$ cat config.mk
export PLATFORM = sky130hd
export DESIGN_NAME = dcacheRefillBuffer
export DESIGN_NICKNAME = d
export VERILOG_FILES = /design/src/rtl/dcachePkg.sv /design/src/rtl/dcacheRefillBuffer.sv
export SDC_FILE = /design/constraint.sdc
export NUM_CORES = 1
export LEC_CHECK = 0
export ABC_AREA = 1
export BUFFER_PORTS_ARGS = -buffer_cell sky130_fd_sc_hd__buf_2
export CORE_MARGIN = 2
export CORE_UTILIZATION = 46
export DETAILED_ROUTE_END_ITERATION = 12
export PLACE_DENSITY = 0.74
export SLEW_MARGIN = 10
export SYNTH_ARGS = -nofsm -noshare
export SYNTH_HDL_FRONTEND = slang
export SYNTH_SLANG_ARGS = --single-unit
$ cat constraint.sdc
create_clock -name clk -period 4.2 [get_ports clk]
set_input_delay 0.84 -clock clk [delete_from_list [all_inputs] [get_ports clk]]
set_output_delay 0.84 -clock clk [all_outputs]
set_load 0.01 [all_outputs]
$ cat src/rtl/dcachePkg.sv
package dcachePkg;

  // cache geometry, the set count is also the line RAM depth
  localparam int numSets = 64;
  localparam int wordsPerLine = 4;
  localparam int lineBytes = 32;

  // address split
  localparam int tagMsb = 31;
  localparam int tagLsb = 11;
  localparam int indexMsb = 10;
  localparam int indexLsb = 5;
  localparam int offsetMsb = 4;
  localparam int offsetLsb = 0;

  // victim LFSR, x^8 + x^6 + x^5 + x^4 + 1
  localparam int lfsrWidth = 8;
  localparam logic [lfsrWidth-1:0] lfsrSeed = 8'hb5;
  localparam logic [lfsrWidth-1:0] lfsrTaps = 8'hb8;

  typedef logic [31:0] addrT;
  typedef logic [63:0] wordT;
  typedef logic [7:0] maskT;
  typedef logic [255:0] lineT;
  typedef logic [lineBytes-1:0] lineMaskT;
  typedef logic [tagMsb-tagLsb:0] tagT;
  typedef logic [indexMsb-indexLsb:0] indexT;

  typedef enum logic [2:0] {
    stIdle,
    stCompare,
    stWriteBack,
    stMiss,
    stGetData,
    stReplace
  } cacheStateT;

endpackage

$ cat src/rtl/dcacheRefillBuffer.sv
`timescale 1ns/1ps

module dcacheRefillBuffer (
  input  logic              clk,
  input  logic              rst_n,
  input  logic              capture_i,
  input  logic              beatValid_i,
  input  dcachePkg::wordT   beatData_i,
  output dcachePkg::lineT   refillLine_o
);
  import dcachePkg::*;

  logic [$clog2(wordsPerLine)-1:0] beatCnt;
  logic beatTake;

  assign beatTake = capture_i && beatValid_i;

  // wraps to zero after the last beat, ready for the next burst
  always_ff @(posedge clk or negedge rst_n) begin
    if (!rst_n) begin
      beatCnt <= '0;
    end else if (beatTake) begin
      beatCnt <= beatCnt + 1'b1;
    end
  end

  // lowest word arrives first
  always_ff @(posedge clk) begin
    if (beatTake) begin
      refillLine_o[beatCnt*$bits(wordT) +: $bits(wordT)] <= beatData_i;
    end
  end

endmodule

# Word level (Yosys, flattened, before mapping)
# Index checks and enable logic that the tools add are counted.
# op_classes
addsub	2
shifts	2
n_mux	1
n_reduce_logical	1
# ops
cell	count
bitwise mux 256 bit	1
variable shift 64 x 34 -> 256 bit, first input constant	1
variable part select 64 x 34 -> 256 bit	1
negation 8 -> 34 bit	1
adder 2 x 1 -> 2 bit, second input constant	1
logical AND 1 bit	1
# word_totals
reg_bits	258
in_bits	68
output_inout_bits	256
elab_cells	8

# Logic depth before layout (Yosys ltp)
# depth
depth_word	3
mapped_depth	7

# Worst setup path before layout
# Ideal clock, no wire load.
# synth_path
path_kind	in2reg
start	input port capture_i
end	register refillLine_o[0] (enable)
arrival_ns	3.654
required_time_ns	3.714
slack_ns	0.059
stages	2
path_buffers	0
cell_sequence	nand2_1 -> nor2_1
# synth_between
elab_chain_cells	1
# synth_rtl
item	line_no	text
from (decl)	dcacheRefillBuffer.sv:6	input logic capture_i,
logical AND 1 bit	dcacheRefillBuffer.sv:16	assign beatTake = capture_i && beatValid_i;
to (signal, indexed assignment)	dcacheRefillBuffer.sv:30	refillLine_o[beatCnt*$bits(wordT) +: $bits(wordT)] <= beatData_i;
to (decl)	dcacheRefillBuffer.sv:9	output dcachePkg::lineT refillLine_o
# Every way passes these cells.
# A chain may end at the register's enable or synchronous reset.

# Final worst setup path
# layout_path
start	register beatCnt[0]
end	register refillLine_o[177] (data pin)
# layout_between
elab_chain_cells	3
elab_cells_between_ends	4
classes_between	1 x add/sub; 2 x shift; 1 x mux
# layout_rtl
item	line_no	text
from (decl)	dcacheRefillBuffer.sv:13	logic [$clog2(wordsPerLine)-1:0] beatCnt;
from (signal assigned)	dcacheRefillBuffer.sv:23	beatCnt <= beatCnt + 1'b1;
negation 8 -> 34 bit *	dcacheRefillBuffer.sv:30	
variable part select 64 x 34 -> 256 bit or variable shift 64 x 34 -> 256 bit (tied branches)	dcacheRefillBuffer.sv:30	
bitwise mux 256 bit *	dcacheRefillBuffer.sv:30	
# Mark *: on every way between the ends. The rest lies on a longest branch, timed or not.

==> flow_metrics.tcl <==
set metrics [dict create \
    status "completed" \
    synth-seq-area-share_pct 76.9 \
    fin_crit_ns 2.41 \
    yosys_warnings 0 \
    ff_latch_area_um2 7740 \
    syn_area_um2 10100 \
    drcViolationCount 0 \
    p_leak_nw 4.96 \
    holdWs_ns 0.104 \
    hold_class "input port to async pin" \
    fin_ws_ns 1.79 \
    drt_iter0_drc 704 \
    top_layer_used "met5" \
    htreeDepth 1 \
    clk_pin_slew_ns 0.06 \
    dp_hpwl_um 20300 \
    grt_remaining_overflow 0 \
    core_area_um2 21600 \
    cts_hold_buf 0 \
    layout-drive-gt1-share_pct 34.4 \
    num_vias 7445 \
    grt_max_degree 92 \
    cellPowerDensity_nw_per_um2 547 \
    met3_length_um 3370 \
    clk_latency_ns 0.52 \
    final_antenna_net_count 0 \
    cts_buffer_depth 3 \
    dpl_worst_slack_ns 1.53 \
    relSlewSlack_pct 30.1 \
    fmax_mhz 414 \
    io-pin-count 324 \
    post-route-period-util_pct 57.5 \
    ir_drop_mv 0.519 \
    synth.distinct_cells 13 \
    ys_ff_latch 258 \
    port_buffers 323 \
    multi_input_area_um2 2000 \
    rows 54 \
    cp.arrival_ns 2.68 \
    worstSetupEndpointType "flip-flop" \
    worstSetupPathType "flip-flop to flip-flop" \
    synth_area_per_cell_um2 12.7 \
    synthCells 792 \
    start_util_pct 46.6 \
    chipWidth_um 152 \
    dieArea_um2 23100 \
    nFillCells 1796 \
    yosysTopAreaCellShare_pct 76.4 \
    path_max_fanout 68 \
    grt_pass1_wl_um 43400 \
    totalWireLength_um 29100 \
    synth_top_cell_by_area "edfxtp_1" \
    grt_util_all_layers_pct 24.6 \
    slew_viol_final 0 \
    cts_tree "done" \
    vias_per_cell 5.31 \
    finalHoldViolCount 0 \
    cp.required_ns 4.46 \
    gp_congestion 0.972 \
    dp.cells 1351 \
    tns_ns 0 \
    ys_top_cells_by_area "edfxtp_1 (76%), nor2_1 (9.7%), nand3_1 (6.4%), nand2_1 (2.6%), buf_2 (2.0%)" \
    area_delta_synth_final_pct 25.9 \
    rsz0062_at_grt "no" \
    clock-skew-final_ns 0.00992 \
    grt_pass1_vias 7000 \
    cts.sinks 258 \
    cp-start-kind "flip-flop" \
    wl_met2_um 12900 \
    post-cts-setup-buffers 0 \
    wl_per_cell_um 20.7 \
    fin_cells 1403 \
    tightest_slew_ns 1.04 \
    drt-met1-wl_um 11900 \
    die_h_um 152 \
    drv_cap 0 \
    antenna_found_initial 5 \
    cts_root_buf "clkbuf_16" \
    nNetsFinal 1172 \
    placed_area_um2 11800 \
    final_design_area_no_fill_um2 12700 \
    synth_fp_nets 865 \
    numCtsBuffers 26 \
    post_cts_resized 0 \
    setup_violations 0 \
    firstDrtPassIters 5 \
]
[cell usage after synthesis]
cell type,instances
buf_2,40
ha_1,5
edfxtp_1,256
nand2_1,69
inv_1,6
nor2_1,261
nand2_2,4
clkbuf_1,2
nand3_1,128
dfrtp_1,2
o21ai_0,1
inv_2,2
buf_4,16
[where the power goes]
part | leakage [nW] | total, mW | switching (mW) | internal, mW
Combinational | 2.13 | 1.58 | 1.23 | 0.352
Clock | 0.406 | 2.24 | 0.945 | 1.29
Sequential | 2.42 | 3.12 | 0.0438 | 3.08
[state kept, by name, summed over array words and instances, names as in the netlist]
register,cells
refillLine_o,256
beatCnt,2
[metal layers]
| metal | global-route usage (%) | vias to the layer above |
|---|---|---|
| li1 | - | 3355 |
| met1 | 36.9 | 3557 |
| met2 | 35.8 | 472 |
| met3 | 6.05 | 59 |
| met4 | 7.61 | 2 |
| met5 | 0 | - |
[cells by family after synthesis]
kind of cell             count (synthesis)  share of synthesized area, %
flip-flops                             258                          76.9
buffers and inverters                   66                          3.55
AO/OA/AOI/OAI                            1                        0.0497
adder cells (fa/ha/maj)                  5                         0.621
AND/OR/NAND/NOR                        462                          18.9
[cell usage in the layout, fill, tap and decap left out, drive strengths merged]
cell type / n
buf: 337
nand2: 73
diode: 4
o21ai: 1
bufinv: 2
edfxtp: 256
inv: 8
nor2: 261
clkinv: 15
dfrtp: 2
nand3: 128
ha: 5
clkbuf: 31
[through the flow]
stage / power, mW / utilization, %
final: 6.94 / 58.6
after global routing: 7.25 / 58.6
after CTS: 6.96 / 58.6
after detailed placement: 4.74 / 54.8
after global placement: 4.70 / 54.8
after floorplan: 4.32 / -
[worst max-delay path, cell delays in order, from the launching register on]
cell and delay [ns]:
dfrtp_2 0.35, buf_4 0.55, nor2_1 0.13, nand2_2 0.61, buf_4 0.39, nor2_1 0.08
[layout make-up]
cell class / count / share of cell area (%)
Timing Repair Buffer: 337 / 13.6
Multi-Input combinational cell: 468 / 15.8
Antenna cell: 4 / 0.0790
Sequential cell: 258 / 61.0
Clock buffer: 31 / 5.45
Clock inverter: 17 / 1.02
Inverter: 8 / 0.257
Tap cell: 280 / 2.76
[final timing paths]
path / from / endpoint / slack (ns) / cells past startpoint
setup reg to reg: beatCnt[0]$_DFFE_PN0P_ / refillLine_o[177]$_DFFE_PP_ / 1.79 / 5
max in group asynchronous: rst_n / beatCnt[0]$_DFFE_PN0P_ / 3.98 / 1
hold / removal: rst_n / beatCnt[0]$_DFFE_PN0P_ / 0.10 / 1
hold reg to reg: beatCnt[1]$_DFFE_PN0P_ / beatCnt[1]$_DFFE_PN0P_ / 0.57 / 2
setup / recovery: beatCnt[0]$_DFFE_PN0P_ / refillLine_o[177]$_DFFE_PP_ / 1.79 / 5
min in group clk: beatValid_i / beatCnt[0]$_DFFE_PN0P_ / 0.57 / 3
Power figures use the tool's default switching activity.
