`src/rtl/dcachePkg.sv`:
```
package dcachePkg;

  // cache geometry, the set count is also the line RAM depth
  localparam int numSets = 64;
  localparam int wordsPerLine = 4;
  localparam int lineBytes = 32;

  // address split
  localparam int tagMsb = 31;
  localparam int tagLsb = 11;
  localparam int indexMsb = 10;
  localparam int indexLsb = 5;
  localparam int offsetMsb = 4;
  localparam int offsetLsb = 0;

  // victim LFSR, x^8 + x^6 + x^5 + x^4 + 1
  localparam int lfsrWidth = 8;
  localparam logic [lfsrWidth-1:0] lfsrSeed = 8'hb5;
  localparam logic [lfsrWidth-1:0] lfsrTaps = 8'hb8;

  typedef logic [31:0] addrT;
  typedef logic [63:0] wordT;
  typedef logic [7:0] maskT;
  typedef logic [255:0] lineT;
  typedef logic [lineBytes-1:0] lineMaskT;
  typedef logic [tagMsb-tagLsb:0] tagT;
  typedef logic [indexMsb-indexLsb:0] indexT;

  typedef enum logic [2:0] {
    stIdle,
    stCompare,
    stWriteBack,
    stMiss,
    stGetData,
    stReplace
  } cacheStateT;

endpackage

```
`src/rtl/dcacheCtrl.sv`:
```
`timescale 1ns/1ps

module dcacheCtrl (
  input  logic                  clk,
  input  logic                  rst_n,
  // pipeline side
  input  logic                  reqValid_i,
  input  logic                  reqWrite_i,
  input  dcachePkg::addrT       reqAddr_i,
  input  dcachePkg::wordT       wrData_i,
  input  dcachePkg::maskT       wrMask_i,
  output logic                  addrOk_o,
  output logic                  dataOk_o,
  output dcachePkg::wordT       rdData_o,
  // memory side
  output logic                  rdReq_o,
  output dcachePkg::addrT       rdAddr_o,
  input  logic                  rdReady_i,
  input  logic                  rdLast_i,
  input  logic                  rdBeatValid_i,
  output logic                  wrReq_o,
  output dcachePkg::addrT       wrAddr_o,
  output dcachePkg::lineT       wrLine_o,
  input  logic                  wrReady_i,
  // tag store
  output dcachePkg::indexT      lookupIndex_o,
  output dcachePkg::tagT        lookupTag_o,
  output logic                  fillEn_o,
  output logic                  fillWay_o,
  output dcachePkg::tagT        fillTag_o,
  output logic                  dirtySet_o,
  output logic                  dirtyWay_o,
  output logic                  victimWay_o,
  input  logic                  way0Hit_i,
  input  logic                  way1Hit_i,
  input  dcachePkg::tagT        victimTag_i,
  input  logic                  victimDirty_i,
  // refill buffer
  output logic                  getData_o,
  input  dcachePkg::lineT       refillLine_i,
  // line RAMs
  output logic                  ram0En_o,
  output logic                  ram0We_o,
  output dcachePkg::indexT      ram0Addr_o,
  output dcachePkg::lineT       ram0WrLine_o,
  output dcachePkg::lineMaskT   ram0ByteMask_o,
  output logic                  ram1En_o,
  output logic                  ram1We_o,
  output dcachePkg::indexT      ram1Addr_o,
  output dcachePkg::lineT       ram1WrLine_o,
  output dcachePkg::lineMaskT   ram1ByteMask_o,
  input  dcachePkg::lineT       ramRdLine0_i,
  input  dcachePkg::lineT       ramRdLine1_i
);
  import dcachePkg::*;

  cacheStateT state;
  cacheStateT stateNext;
  addrT reqAddrQ;
  logic reqWriteQ;
  wordT wrDataQ;
  maskT wrMaskQ;
  logic replaceQ;
  logic [lfsrWidth-1:0] lfsr;
  logic accept;
  logic hit;
  logic storeHit;
  logic replacing;
  tagT tagQ;
  indexT indexQ;
  logic [$clog2(wordsPerLine)-1:0] wordSel;
  lineT hitLine;
  lineT storeLine;
  lineMaskT storeMask;
  logic [1:0] wayWe;
  logic [1:0] wayEn;
  indexT ramAddr;
  lineT ramWrLine;
  lineMaskT ramByteMask;

  assign tagQ = reqAddrQ[tagMsb:tagLsb];
  assign indexQ = reqAddrQ[indexMsb:indexLsb];
  assign wordSel = reqAddrQ[offsetMsb -: $clog2(wordsPerLine)];

  assign hit = way0Hit_i || way1Hit_i;
  assign accept = reqValid_i && addrOk_o;
  assign storeHit = (state == stCompare) && hit && reqWriteQ;
  assign replacing = state == stReplace;

  // a store hit leaves a bubble so the next read sees the merged bytes
  always_comb begin
    case (state)
      stIdle: addrOk_o = 1'b1;
      stCompare: addrOk_o = hit && !reqWriteQ;
      default: addrOk_o = 1'b0;
    endcase
  end

  assign dataOk_o = (state == stCompare) && hit;

  always_comb begin
    stateNext = state;
    case (state)
      stIdle: begin
        if (accept) begin
          stateNext = stCompare;
        end
      end
      stCompare: begin
        if (hit) begin
          stateNext = accept ? stCompare : stIdle;
        end else if (victimDirty_i) begin
          stateNext = stWriteBack;
        end else begin
          stateNext = stMiss;
        end
      end
      stWriteBack: begin
        if (wrReady_i) begin
          stateNext = stMiss;
        end
      end
      stMiss: begin
        if (rdReady_i) begin
          stateNext = stGetData;
        end
      end
      stGetData: begin
        if (rdBeatValid_i && rdLast_i) begin
          stateNext = stReplace;
        end
      end
      stReplace: stateNext = stCompare;
      default: stateNext = stIdle;
    endcase
  end

  always_ff @(posedge clk or negedge rst_n) begin
    if (!rst_n) begin
      state <= stIdle;
      reqAddrQ <= '0;
      reqWriteQ <= 1'b0;
      replaceQ <= 1'b0;
    end else begin
      state <= stateNext;
      replaceQ <= replacing;
      if (accept) begin
        reqAddrQ <= reqAddr_i;
        reqWriteQ <= reqWrite_i;
      end
    end
  end

  always_ff @(posedge clk) begin
    if (accept) begin
      wrDataQ <= wrData_i;
      wrMaskQ <= wrMask_i;
    end
  end

  // victim way is lfsr[0], stepped when the refill is written
  // so it stays fixed for the whole miss
  always_ff @(posedge clk or negedge rst_n) begin
    if (!rst_n) begin
      lfsr <= lfsrSeed;
    end else if (replacing) begin
      lfsr <= lfsr[0] ? ((lfsr >> 1) ^ lfsrTaps) : (lfsr >> 1);
    end
  end

  assign victimWay_o = lfsr[0];

  // right after a replace the RAM output still holds the old victim
  assign hitLine = replaceQ ? refillLine_i : (way1Hit_i ? ramRdLine1_i : ramRdLine0_i);
  assign rdData_o = hitLine[wordSel*$bits(wordT) +: $bits(wordT)];

  // word copied to every slot and the mask picks the one that is written
  assign storeLine = {wordsPerLine{wrDataQ}};
  assign storeMask = lineMaskT'(wrMaskQ) << (wordSel * $bits(maskT));

  assign wayWe[0] = (storeHit && way0Hit_i) || (replacing && !victimWay_o);
  assign wayWe[1] = (storeHit && way1Hit_i) || (replacing && victimWay_o);
  assign wayEn = wayWe | {2{accept}};
  assign ramAddr = (storeHit || replacing) ? indexQ : reqAddr_i[indexMsb:indexLsb];
  assign ramWrLine = replacing ? refillLine_i : storeLine;
  assign ramByteMask = replacing ? '1 : storeMask;

  assign ram0En_o = wayEn[0];
  assign ram0We_o = wayWe[0];
  assign ram0Addr_o = ramAddr;
  assign ram0WrLine_o = ramWrLine;
  assign ram0ByteMask_o = ramByteMask;
  assign ram1En_o = wayEn[1];
  assign ram1We_o = wayWe[1];
  assign ram1Addr_o = ramAddr;
  assign ram1WrLine_o = ramWrLine;
  assign ram1ByteMask_o = ramByteMask;

  // tag store control
  assign lookupIndex_o = indexQ;
  assign lookupTag_o = tagQ;
  assign fillEn_o = replacing;
  assign fillWay_o = victimWay_o;
  assign fillTag_o = tagQ;
  assign dirtySet_o = storeHit;
  assign dirtyWay_o = way1Hit_i;

  // victim line comes from the read at acceptance
  assign wrReq_o = state == stWriteBack;
  assign wrAddr_o = {victimTag_i, indexQ, {(offsetMsb - offsetLsb + 1){1'b0}}};
  assign wrLine_o = victimWay_o ? ramRdLine1_i : ramRdLine0_i;
  assign rdReq_o = state == stMiss;
  assign rdAddr_o = {tagQ, indexQ, {(offsetMsb - offsetLsb + 1){1'b0}}};
  assign getData_o = state == stGetData;

  // the freshly written line must hit on the following compare
  hitAfterReplace: assert property (@(posedge clk) disable iff (!rst_n)
    replacing |=> dataOk_o);

  // victim address and data hold while the memory stalls
  wrReqHeld: assert property (@(posedge clk) disable iff (!rst_n)
    wrReq_o && !wrReady_i |=> wrReq_o && $stable(wrAddr_o) && $stable(wrLine_o));

endmodule

```
`config.mk`:
```
export PLATFORM = sky130hd
export DESIGN_NAME = dcacheCtrl
export DESIGN_NICKNAME = d
export VERILOG_FILES = /design/src/rtl/dcachePkg.sv /design/src/rtl/dcacheCtrl.sv
export SDC_FILE = /design/constraint.sdc
export NUM_CORES = 1
export LEC_CHECK = 0
export BUFFER_PORTS_ARGS = -buffer_cell sky130_fd_sc_hd__buf_2
export CAP_MARGIN = 15
export CELL_PAD_IN_SITES_DETAIL_PLACEMENT = 1
export CELL_PAD_IN_SITES_GLOBAL_PLACEMENT = 2
export CORE_AREA = 2 2 760 762
export CTS_BUF_LIST = sky130_fd_sc_hd__clkbuf_16
export DETAILED_ROUTE_END_ITERATION = 8
export DIE_AREA = 0 0 762 764
export GPL_ROUTABILITY_DRIVEN = 0
export GPL_TIMING_DRIVEN = 0
export PLACE_DENSITY = 0.33
export RECOVER_POWER = 50
export SLEW_MARGIN = 10
export SYNTH_ARGS = -nofsm -noshare
export SYNTH_HDL_FRONTEND = slang
export SYNTH_SLANG_ARGS = --single-unit
```
`constraint.sdc`:
```
create_clock -name clk -period 2.5 [get_ports clk]
set_clock_uncertainty 0.15 [all_clocks]
set_input_delay 0.25 -clock clk [delete_from_list [all_inputs] [get_ports clk]]
set_output_delay 0.25 -clock clk [all_outputs]
set_load 0.02 [all_outputs]
```
# After elaboration in Yosys (flattened, before gate mapping)
# Cells that the tools add are included.
word_totals:
  elab_cells: 53
  output_inout_bits: 1034
  ff_bits: 117
op_classes:
  n_mux: 16
  bitwise_logic: 2
  reduce_logical: 17
  eq_ne: 9
  shifts: 2
ops:
  columns: ["op", "n"]
  rows:
  - ["256-bit two-way mux", 4]
  - ["256-bit by 9-bit variable part select with 64-bit output", 1]
  - ["32-bit two-way mux", 1]
  - ["8-bit by 5-bit left shift with 32-bit output", 1]
  - ["3-bit one-hot mux with 6 select lines", 1]
  - ["3-bit two-way mux", 4]
  - ["1-bit logical AND", 9]
  - ["8-bit two-way mux", 1]
  - ["3-bit by 2-bit equality test with 1-bit output, second input constant", 2]
  - ["3-bit equality test, second input constant", 2]
  - ["6-bit two-way mux", 1]
  - ["2-bit by 1-bit inequality test with 1-bit output, second input constant", 3]
  - ["1-bit logical OR", 4]
  - ["3-bit inverter with 4-bit output", 1]
  - ["4-bit AND reduction", 1]
  - ["3-bit by 1-bit equality test with 1-bit output, second input constant", 1]
  - ["3-bit zero test", 1]
  - ["1-bit zero test", 2]
  - ["1-bit two-way mux", 2]
  - ["2-bit two-way mux", 1]
  - ["2-bit inequality test, second input constant", 1]
  - ["2-bit OR", 1]
  - ["1-bit one-hot mux with 2 select lines", 1]

# Logic depth before layout (Yosys ltp)
# Gate-level depths: netlist of run 1.
logic_depth:
  depth_word: 7
  depth_mapped: 8

# Least setup slack after synthesis of run 1
# OpenSTA, ideal clock, no wires.
synth_timing:
  path_type: "flip-flop to output port"
  start: "reg reqWriteQ"
  end: "out ram0En_o"
  path_stages_with_launch: 7
  required_time_ns: 2.100
  t_arrival_ns: 2.223
  path_slack_ns: -0.123
  path_cell_list: "dfrtp_1 > o21bai_1 > a211oi_2 > and2_1 > buf_2 > buf_4 > or2_1"
synth_between:
  elab_chain_cells: 5
synth_rtl:
  columns: ["element", "line_no", "source"]
  rows:
  - ["start, declared", "dcacheCtrl.sv:60", "logic reqWriteQ;"]
  - ["start signal, assigned", "dcacheCtrl.sv:149", "reqWriteQ <= reqWrite_i;"]
  - ["1-bit zero test", "dcacheCtrl.sv:94", "stCompare: addrOk_o = hit && !reqWriteQ;"]
  - ["1-bit logical AND", "dcacheCtrl.sv:94", null]
  - ["1-bit one-hot mux with 2 select lines", "dcacheCtrl.sv:92", "case (state)"]
  - ["via addrOk_o", "dcacheCtrl.sv:12", "output logic addrOk_o,"]
  - ["1-bit logical AND", "dcacheCtrl.sv:86", "assign accept = reqValid_i && addrOk_o;"]
  - ["via accept", "dcacheCtrl.sv:65", "logic accept;"]
  - ["2-bit OR", "dcacheCtrl.sv:183", "assign wayEn = wayWe | {2{accept}};"]
  - ["end, declared", "dcacheCtrl.sv:42", "output logic ram0En_o,"]
# The timed path passes the listed nets, and every way through them passes these cells.

# Worst setup path after layout of run 1
layout_timing:
  start: "reg reqAddrQ[3]"
  end: "out rdData_o[23]"
layout_between:
  elab_chain_cells: 1
layout_rtl:
  columns: ["element", "line_no", "source"]
  rows:
  - ["start, declared", "dcacheCtrl.sv:59", "addrT reqAddrQ;"]
  - ["start signal, assigned", "dcacheCtrl.sv:148", "reqAddrQ <= reqAddr_i;"]
  - ["256-bit by 9-bit variable part select with 64-bit output", "dcacheCtrl.sv:175", "assign rdData_o = hitLine[wordSel*$bits(wordT) +: $bits(wordT)];"]
  - ["end, declared", "dcacheCtrl.sv:14", "output dcachePkg::wordT rdData_o,"]
# No other way between the ends.

==> summary.md, run 1 <==
| Metric | Value |
|---|---|
| Flops & latches, synth | `114` |
| Commonest non-fill, non-tap cell in the layout | `buf_2` |
| LEAKAGE | `between 20 and 25 nW` |
| Max Transition Viols Final | `0` |
| Final worst-path cycle share | `1.60` |
| Cell area after synthesis | `around 0.019 sq mm` |
| # nets final | `around 5400` |
| RSZ-0062 raised after global routing | `true` |
| Dominant cells by area after synthesis | `buf_4 (17%), mux2_2 (16%), mux4_2 (16%)` |
| IO Count | `1938` |
| Worst EP arrival | `3.59 ns` |
| Core ar. | `approximately 0.57 sq mm` |
| Cells after Synth | `2059` |
| Nature of the critical path endpoint | `output port` |
| Count of final hold-check violations | `0` |
| Crit path kind | `flip-flop to output port` |
| Worst Path Max Fanout | `5` |
| Drt drc | `0` |
| First-pass GRT wire length | `~560 mm` |
| Avg Vias per Cell | `2.48` |
| Iter 0 DRT Violations | `~2100` |
| Die W | `762 um` |
| Yosys top cell area share | `0.167` |
| ANT nets after route | `0` |
| Final wirelength | `~500 mm` |
| Largest net degree at the start of global routing | `between 50 and 60` |
| Worst-case clock buffer depth | `3` |
| Largest area contributor in the netlist | `buf_4` |
| Drt first pass iters | `6` |
| Fraction of layout cells with a size suffix above 1 | `0.841` |
| Post-DP HPWL | `451 mm` |
| CTS sink cnt | `between 100 and 150` |
| Drt wl/cell | `40.8 um` |
| Post-layout min period | `around 4 ns` |
| Failing checks | `setup timing` |
| Vias | `30400` |
| Crit start category | `flip-flop` |
| Slew Limit Headroom | `0.119` |
| CTS root buf | `clkbuf_16` |
| Final setup viols | `between 900 and 1000` |
| Die ar. | `0.582 sq mm` |
| Port Buffers | `between 1500 and 2000` |
| Worst-path clk slew | `approximately 0.08 ns` |
| Site Rows | `between 200 and 300` |
| PnR worst setup slack | `-1.49 ns` |
| Fill count | `approximately 68000` |
| Worst-Margin Slew | `1.32 ns` |
| Ys Warns | `0` |
| Pwr per Cell Area | `between 1000 and 1500 mW/mm^2` |
| Required time worst endpoint | `approximately 2.1 ns` |
| RR Startpoint | `state[0]$_DFFE_PN0P_` |
| Total Routing Usage GR | `0.163` |
| Avg Cell Area, Syn | `~9 sq um` |
| Worst-skew pair later-pin latency | `approximately 0.61 ns` |
| Vert. Die Dim | `approximately 760 um` |
| Post-synthesis sequential area ratio | `0.174` |
| Most frequent cells in the layout | `buf_2 (1465), buf_4 (590), buf_6 (380), nand2_1 (267), nand2_8 (207)` |
| Layout area overhead | `203%` |
| Util after Layout | `0.0977` |
| Synth cell types | `40` |
| Vias in the first global route | `roughly 30000` |
| Grt total ovfl | `0` |
| Worst VDD drop | `0.500 mV` |
| CTS tree | `built` |
| Placement Setup Slack | `-2.90 ns` |
| Starting Density | `0.0323` |
| Min-delay src | `reqValid_i` |
| Max cap viols | `0` |
| CP startpoint | `reqAddrQ[3]$_DFFE_PN0P_` |
| HP Class | `primary input to flip-flop` |
| Antenna violations before repair | `~300` |
| TritonCTS Buffers | `21` |
| Status | `finished, violations left` |
| H-tree levels | `4` |
| FMAX | `between 200 and 300 MHz` |
[what timing repair did]
item / in CTS / in global routing
pin swaps: 120 / 142
buffers inserted: 153 / 179
endpoints found under the hold margin: 147 / 0
hold buffers: 107 / 0
setup endpoints to repair: 1024 / 1014
gates cloned: 18 / 9
resized for setup: 1495 / 1440
[cell families after synthesis]
kind of cell           Yosys count  share of synthesized area
AO/OA/AOI/OAI                  141                     0.0750
XOR/XNOR                         3                    0.00142
buffers and inverters          559                      0.204
flip-flops                     114                      0.174
multiplexers                   549                      0.402
other                            1                   0.000202
AND/OR/NAND/NOR                692                      0.143
[power by group]
group          leakage (nW)  switching [W]  internal [W]  total [W]
clock                 0.352        0.00165       0.00200    0.00366
sequential             1.17        0.00107       0.00271    0.00378
combinational          21.2         0.0372        0.0221     0.0593
[synthesized netlist by cell type]
master	instances
nand2_1	663
a21oi_1	1
inv_1	1
nand2b_1	3
o21ai_0	2
o21ai_2	1
clkbuf_2	1
o221ai_2	23
a22oi_1	42
o221ai_1	41
a22oi_2	23
mux2i_1	129
buf_2	59
dfstp_2	5
nor2b_1	6
o21ai_1	3
or2_1	2
mux2_2	256
nor3b_1	2
nor2_1	6
o311ai_1	1
or3_1	1
edfxtp_1	72
buf_1	7
o21bai_1	2
nor3_1	2
nand3_1	2
buf_4	413
mux2_1	36
conb_1	1
xnor2_1	3
and3_1	1
clkbuf_1	67
buf_6	9
a211oi_2	1
and2_1	4
inv_2	2
o32ai_1	1
mux4_2	128
dfrtp_1	37
[path summary, 6_finish.rpt]
path	slack [ns]	end	cells after the start
hold / removal	0.1	reqAddrQ[30]$_DFFE_PN0P_	4
min in group asynchronous	0.52	lfsr[4]$_DFFE_PN1P_	2
setup reg to reg	-0.31	wrDataQ[21]$_DFFE_PP_	7
hold reg to reg	0.31	lfsr[7]$_DFFE_PN1P_	2
max in group asynchronous	0.24	state[2]$_DFFE_PN0P_	3
setup / recovery	-1.49	rdData_o[23]	9
[stage by stage]
stage / hold slack [ns] / power (W) / instance area, sq um / std cells / TNS [ns]
after global placement: 0.280 / 0.0482 / 37600 / 11600 / -3256.19
after CTS: 0.0397 / 0.0636 / 49300 / 11900 / -814.38
final: 0.0987 / 0.0667 / 56200 / 12200 / -541.75
after floorplan: -0.196 / 0.0208 / 18600 / 2068 / 0
after global routing: 0.0429 / 0.0692 / 56000 / 12200 / -651.87
after detailed placement: -0.0103 / 0.0507 / 39000 / 11600 / -1136.78
[metal layers]
metal,global-route usage,wire length (um),vias up
met4,0.0442,22100,84
li1,-,-,12000
met2,0.263,221000,2247
met3,0.0688,52700,681
met1,0.198,204000,15400
met5,0,530,-
[critical path: stages, from the launching register on]
cell,delay (ns)
dfrtp_1,0.40
buf_12,0.15
buf_4,0.14
buf_12,0.13
buf_8,0.13
buf_16,0.14
mux4_2,0.31
a22oi_2,0.97
o221ai_2,0.29
buf_4,0.25
[registers in the layout, summed over array words and instances, names as in the netlist]
name / flops
reqAddrQ: 29
wrDataQ: 64
wrMaskQ: 8
lfsr: 8
reqWriteQ: 1
state: 3
replaceQ: 1
[area by class of cell]
cell class	instances	area, sq um	area share
clock inverter	11	149	0.00265
clock buffer	22	551	0.00980
sequential	114	3230	0.0575
inverter	3	40.0	0.000713
tap	7587	9490	0.169
timing repair buffer	2408	18900	0.337
buffer	544	5780	0.103
multi-input combinational	1395	17600	0.313
antenna	157	393	0.00700
(Power assumes the default switching activity.)
==> run 2, diff against run 1 <==
CORE_AREA = 5 5 763 765   (was 2 2 760 762)
CTS_BUF_LIST = not set   (was sky130_fd_sc_hd__clkbuf_16)
DIE_AREA = 0 0 768 770   (was 0 0 762 764)
==> run 2 against run 1 <==
Net effect: the flow still finishes with violations (setup timing); core utilization shrank 1.2 points; highest routed layer unchanged; worst setup slack lost 0.0084 ns; sequential share of layout area grew 0.81 points; hold slack gained 0.11 ns; final cell count shrank 1.7%; clock-buffer cell count grew 2; first-iteration DRC count shrank 9.2%; via count shrank 3.6%; die area grew 1.6%; clock power shrank 3%; maximum frequency shrank 0.21%.
==> summary.md, run 2 (synthesized netlist as in run 1, its figures left out) <==
| Metric | Value |
|---|---|
| Cell family with most CP delay | `compound AO/OA/AOI/OAI gates` |
| Max reg flops | `between 60 and 70` |
| Total Routing Usage GR | `0.159` |
| First-pass GRT wire length | `around 560 mm` |
| Pwr Total | `around 0.06 W` |
| Drt drc | `0` |
| Final worst-path cycle share | `1.60` |
| Util after Layout | `0.0857` |
| Crit start category | `flip-flop` |
| Worst VDD drop | `0.498 mV` |
| Port Buffers | `around 1900` |
| Largest net degree at the start of global routing | `approximately 60` |
| Critical-path cell list | `buf_12 -> buf_16 -> buf_4 -> clkbuf_16 -> mux4_2 -> a22oi_2 -> o221ai_4 -> buf_6` |
| Starting Density | `0.0323` |
| Nature of the critical path endpoint | `output port` |
| Drt first pass iters | `5` |
| Status | `finished, violations left` |
| TritonCTS Buffers | `21` |
| Footprint of the multi-input gates | `between 0.015 and 0.02 sq mm` |
| Max Transition Viols Final | `0` |
| Failing checks | `setup timing` |
| Sequential Area | `0.00323 sq mm` |
| Worst-skew pair later-pin latency | `between 0.5 and 0.6 ns` |
| FMAX | `approximately 250 MHz` |
| Count of final hold-check violations | `0` |
| Grt total ovfl | `0` |
| Vias | `between 20000 and 30000` |
| Top flop regs | `wrDataQ (64), reqAddrQ (29)` |
| Worst path max stage delay | `0.94 ns` |
| Worst Path Max Fanout | `6` |
| Avg Vias per Cell | `approximately 2.4` |
| Biggest register | `wrDataQ` |
| Iter 0 DRT Violations | `roughly 1900` |
| Drt wl/cell | `a little over 40 um` |
| Met3 Usage GRT | `0.0650` |
| Core ar. | `around 0.57 sq mm` |
| Site Rows | `between 200 and 300` |
| # nets final | `about 5200` |
| PnR worst setup slack | `-1.50 ns` |
| GR peak layer | `met2` |
| Worst-case clock buffer depth | `3` |
| Die W | `between 700 and 800 um` |
| Post-DP HPWL | `455 mm` |
| Antenna violations before repair | `308` |
| Worst-path clk slew | `0.08 ns` |
| Vias in the first global route | `around 30000` |
| Buffers and inverters on the worst path | `5` |
| Max cap viols | `0` |
| Layout area overhead | `166%` |
| Fill count | `just under 70000` |
| Vert. Die Dim | `slightly below 800 um` |
| Worst EP arrival | `roughly 3.6 ns` |
| Met2 Use GR | `0.259` |
| Crit path kind | `flip-flop to output port` |
| HP Class | `primary input to flip-flop` |
| Slew Limit Headroom | `0.166` |
| Worst-Margin Slew | `between 1 and 1.5 ns` |
| RSZ-0062 raised after global routing | `true` |
| CTS tree | `built` |
| LEAKAGE | `just over 20 nW` |
| Required time worst endpoint | `2.10 ns` |
| IO Count | `between 1500 and 2000` |
| Most frequent cells in the layout | `buf_2 (1671), buf_4 (522), nand2_1 (376), mux2_2 (232), buf_6 (227)` |
| Final wirelength | `493 mm` |
| WHS | `approximately 0.21 ns` |
| Design Area, Final | `0.0493 sq mm` |
| Pwr per Cell Area | `1240 mW/mm^2` |
| Commonest non-fill, non-tap cell in the layout | `buf_2` |
| Final setup viols | `roughly 1000` |
| Die ar. | `0.591 sq mm` |
| ANT nets after route | `0` |
| CTS sink cnt | `roughly 110` |
| H-tree levels | `4` |
| Fraction of layout cells with a size suffix above 1 | `0.803` |
| Post-layout min period | `approximately 4 ns` |
| Grt met1 use | `0.197` |
| Placement Cell Area | `0.0391 sq mm` |
| Setup TNS | `-830.53 ns` |
| Crit-path slowest cell | `a22oi_2` |
| CTS root buf | `clkbuf_16` |
## run 2: cell count changes in the layout (fill, tap and decap cells not counted), moves of 36 or more
cell | previous run | this run
nand2_1 | 267 | 376
nand2_8 | 207 | 102
buf_2 | 1465 | 1671
buf_8 | 76 | 40
buf_12 | 157 | 88
mux2_2 | 144 | 232
diode_2 | 157 | 107
mux2_4 | 112 | 24
buf_4 | 590 | 522
buf_6 | 380 | 227
## run 2: through the flow
step	worst slack, ns	instances
floorplan	0.0397	2068
global placement	-5.65	11600
detailed placement	-2.88	11600
CTS	-1.81	11800
global route	-1.71	12000
finish	-1.50	12000
## run 2: final timing paths
kind	slack (ns)	cells after the start	endpoint	startpoint
max	-1.50	8	rdData_o[20]	reqAddrQ[3]$_DFFE_PN0P_
min	0.21	2	wrMaskQ[7]$_DFFE_PP_	wrMask_i[7]
max reg2reg	-0.87	8	wrDataQ[4]$_DFFE_PP_	state[0]$_DFFE_PN0P_
min reg2reg	0.32	2	lfsr[7]$_DFFE_PN1P_	lfsr[7]$_DFFE_PN1P_
max in group asynchronous	0.37	3	state[1]$_DFFE_PN0P_	rst_n
min in group asynchronous	0.57	2	lfsr[0]$_DFFE_PN1P_	rst_n
## run 2: layout make-up
cell class / count / area share
antenna: 107 / 0.00544
buffer: 553 / 0.106
clock buffer: 24 / 0.0111
clock inverter: 9 / 0.00196
inverter: 3 / 0.000610
multi-input combinational: 1395 / 0.305
sequential: 114 / 0.0655
tap: 7587 / 0.193
timing repair buffer: 2245 / 0.312
## run 2: layer usage
layer	wire, um	share of wire	vias to the layer above
li1	-	-	11600
met1	208000	0.42	14800
met2	222000	0.45	2155
met3	47700	0.097	594
met4	14300	0.029	88
met5	568	0.0012	-
## run 2: power breakdown
part	switching [W]	leakage, nW	internal (W)	total (W)
logic	0.0351	18.9	0.0185	0.0536
clock network	0.00178	0.319	0.00178	0.00356
registers	0.00103	1.17	0.00271	0.00374
total	0.0379	20.4	0.0230	0.0609
## run 2: what timing repair did
action                                 4_1_cts  5_1_grt
setup endpoints to repair                 1024     1021
endpoints found under the hold margin      147        0
gates cloned                                 4        6
resized for setup                          755      933
hold buffers                               107        0
pin swaps                                   54       83
buffers inserted                            73       93
## run 2: worst reg2reg max path, cell delays in order (launching register included)
cell,delay [ns]
dfrtp_1,0.38
buf_6,0.12
buf_4,0.12
buf_4,0.16
a211oi_2,0.27
and2_1,0.16
buf_2,0.39
buf_8,0.50
buf_16,0.43
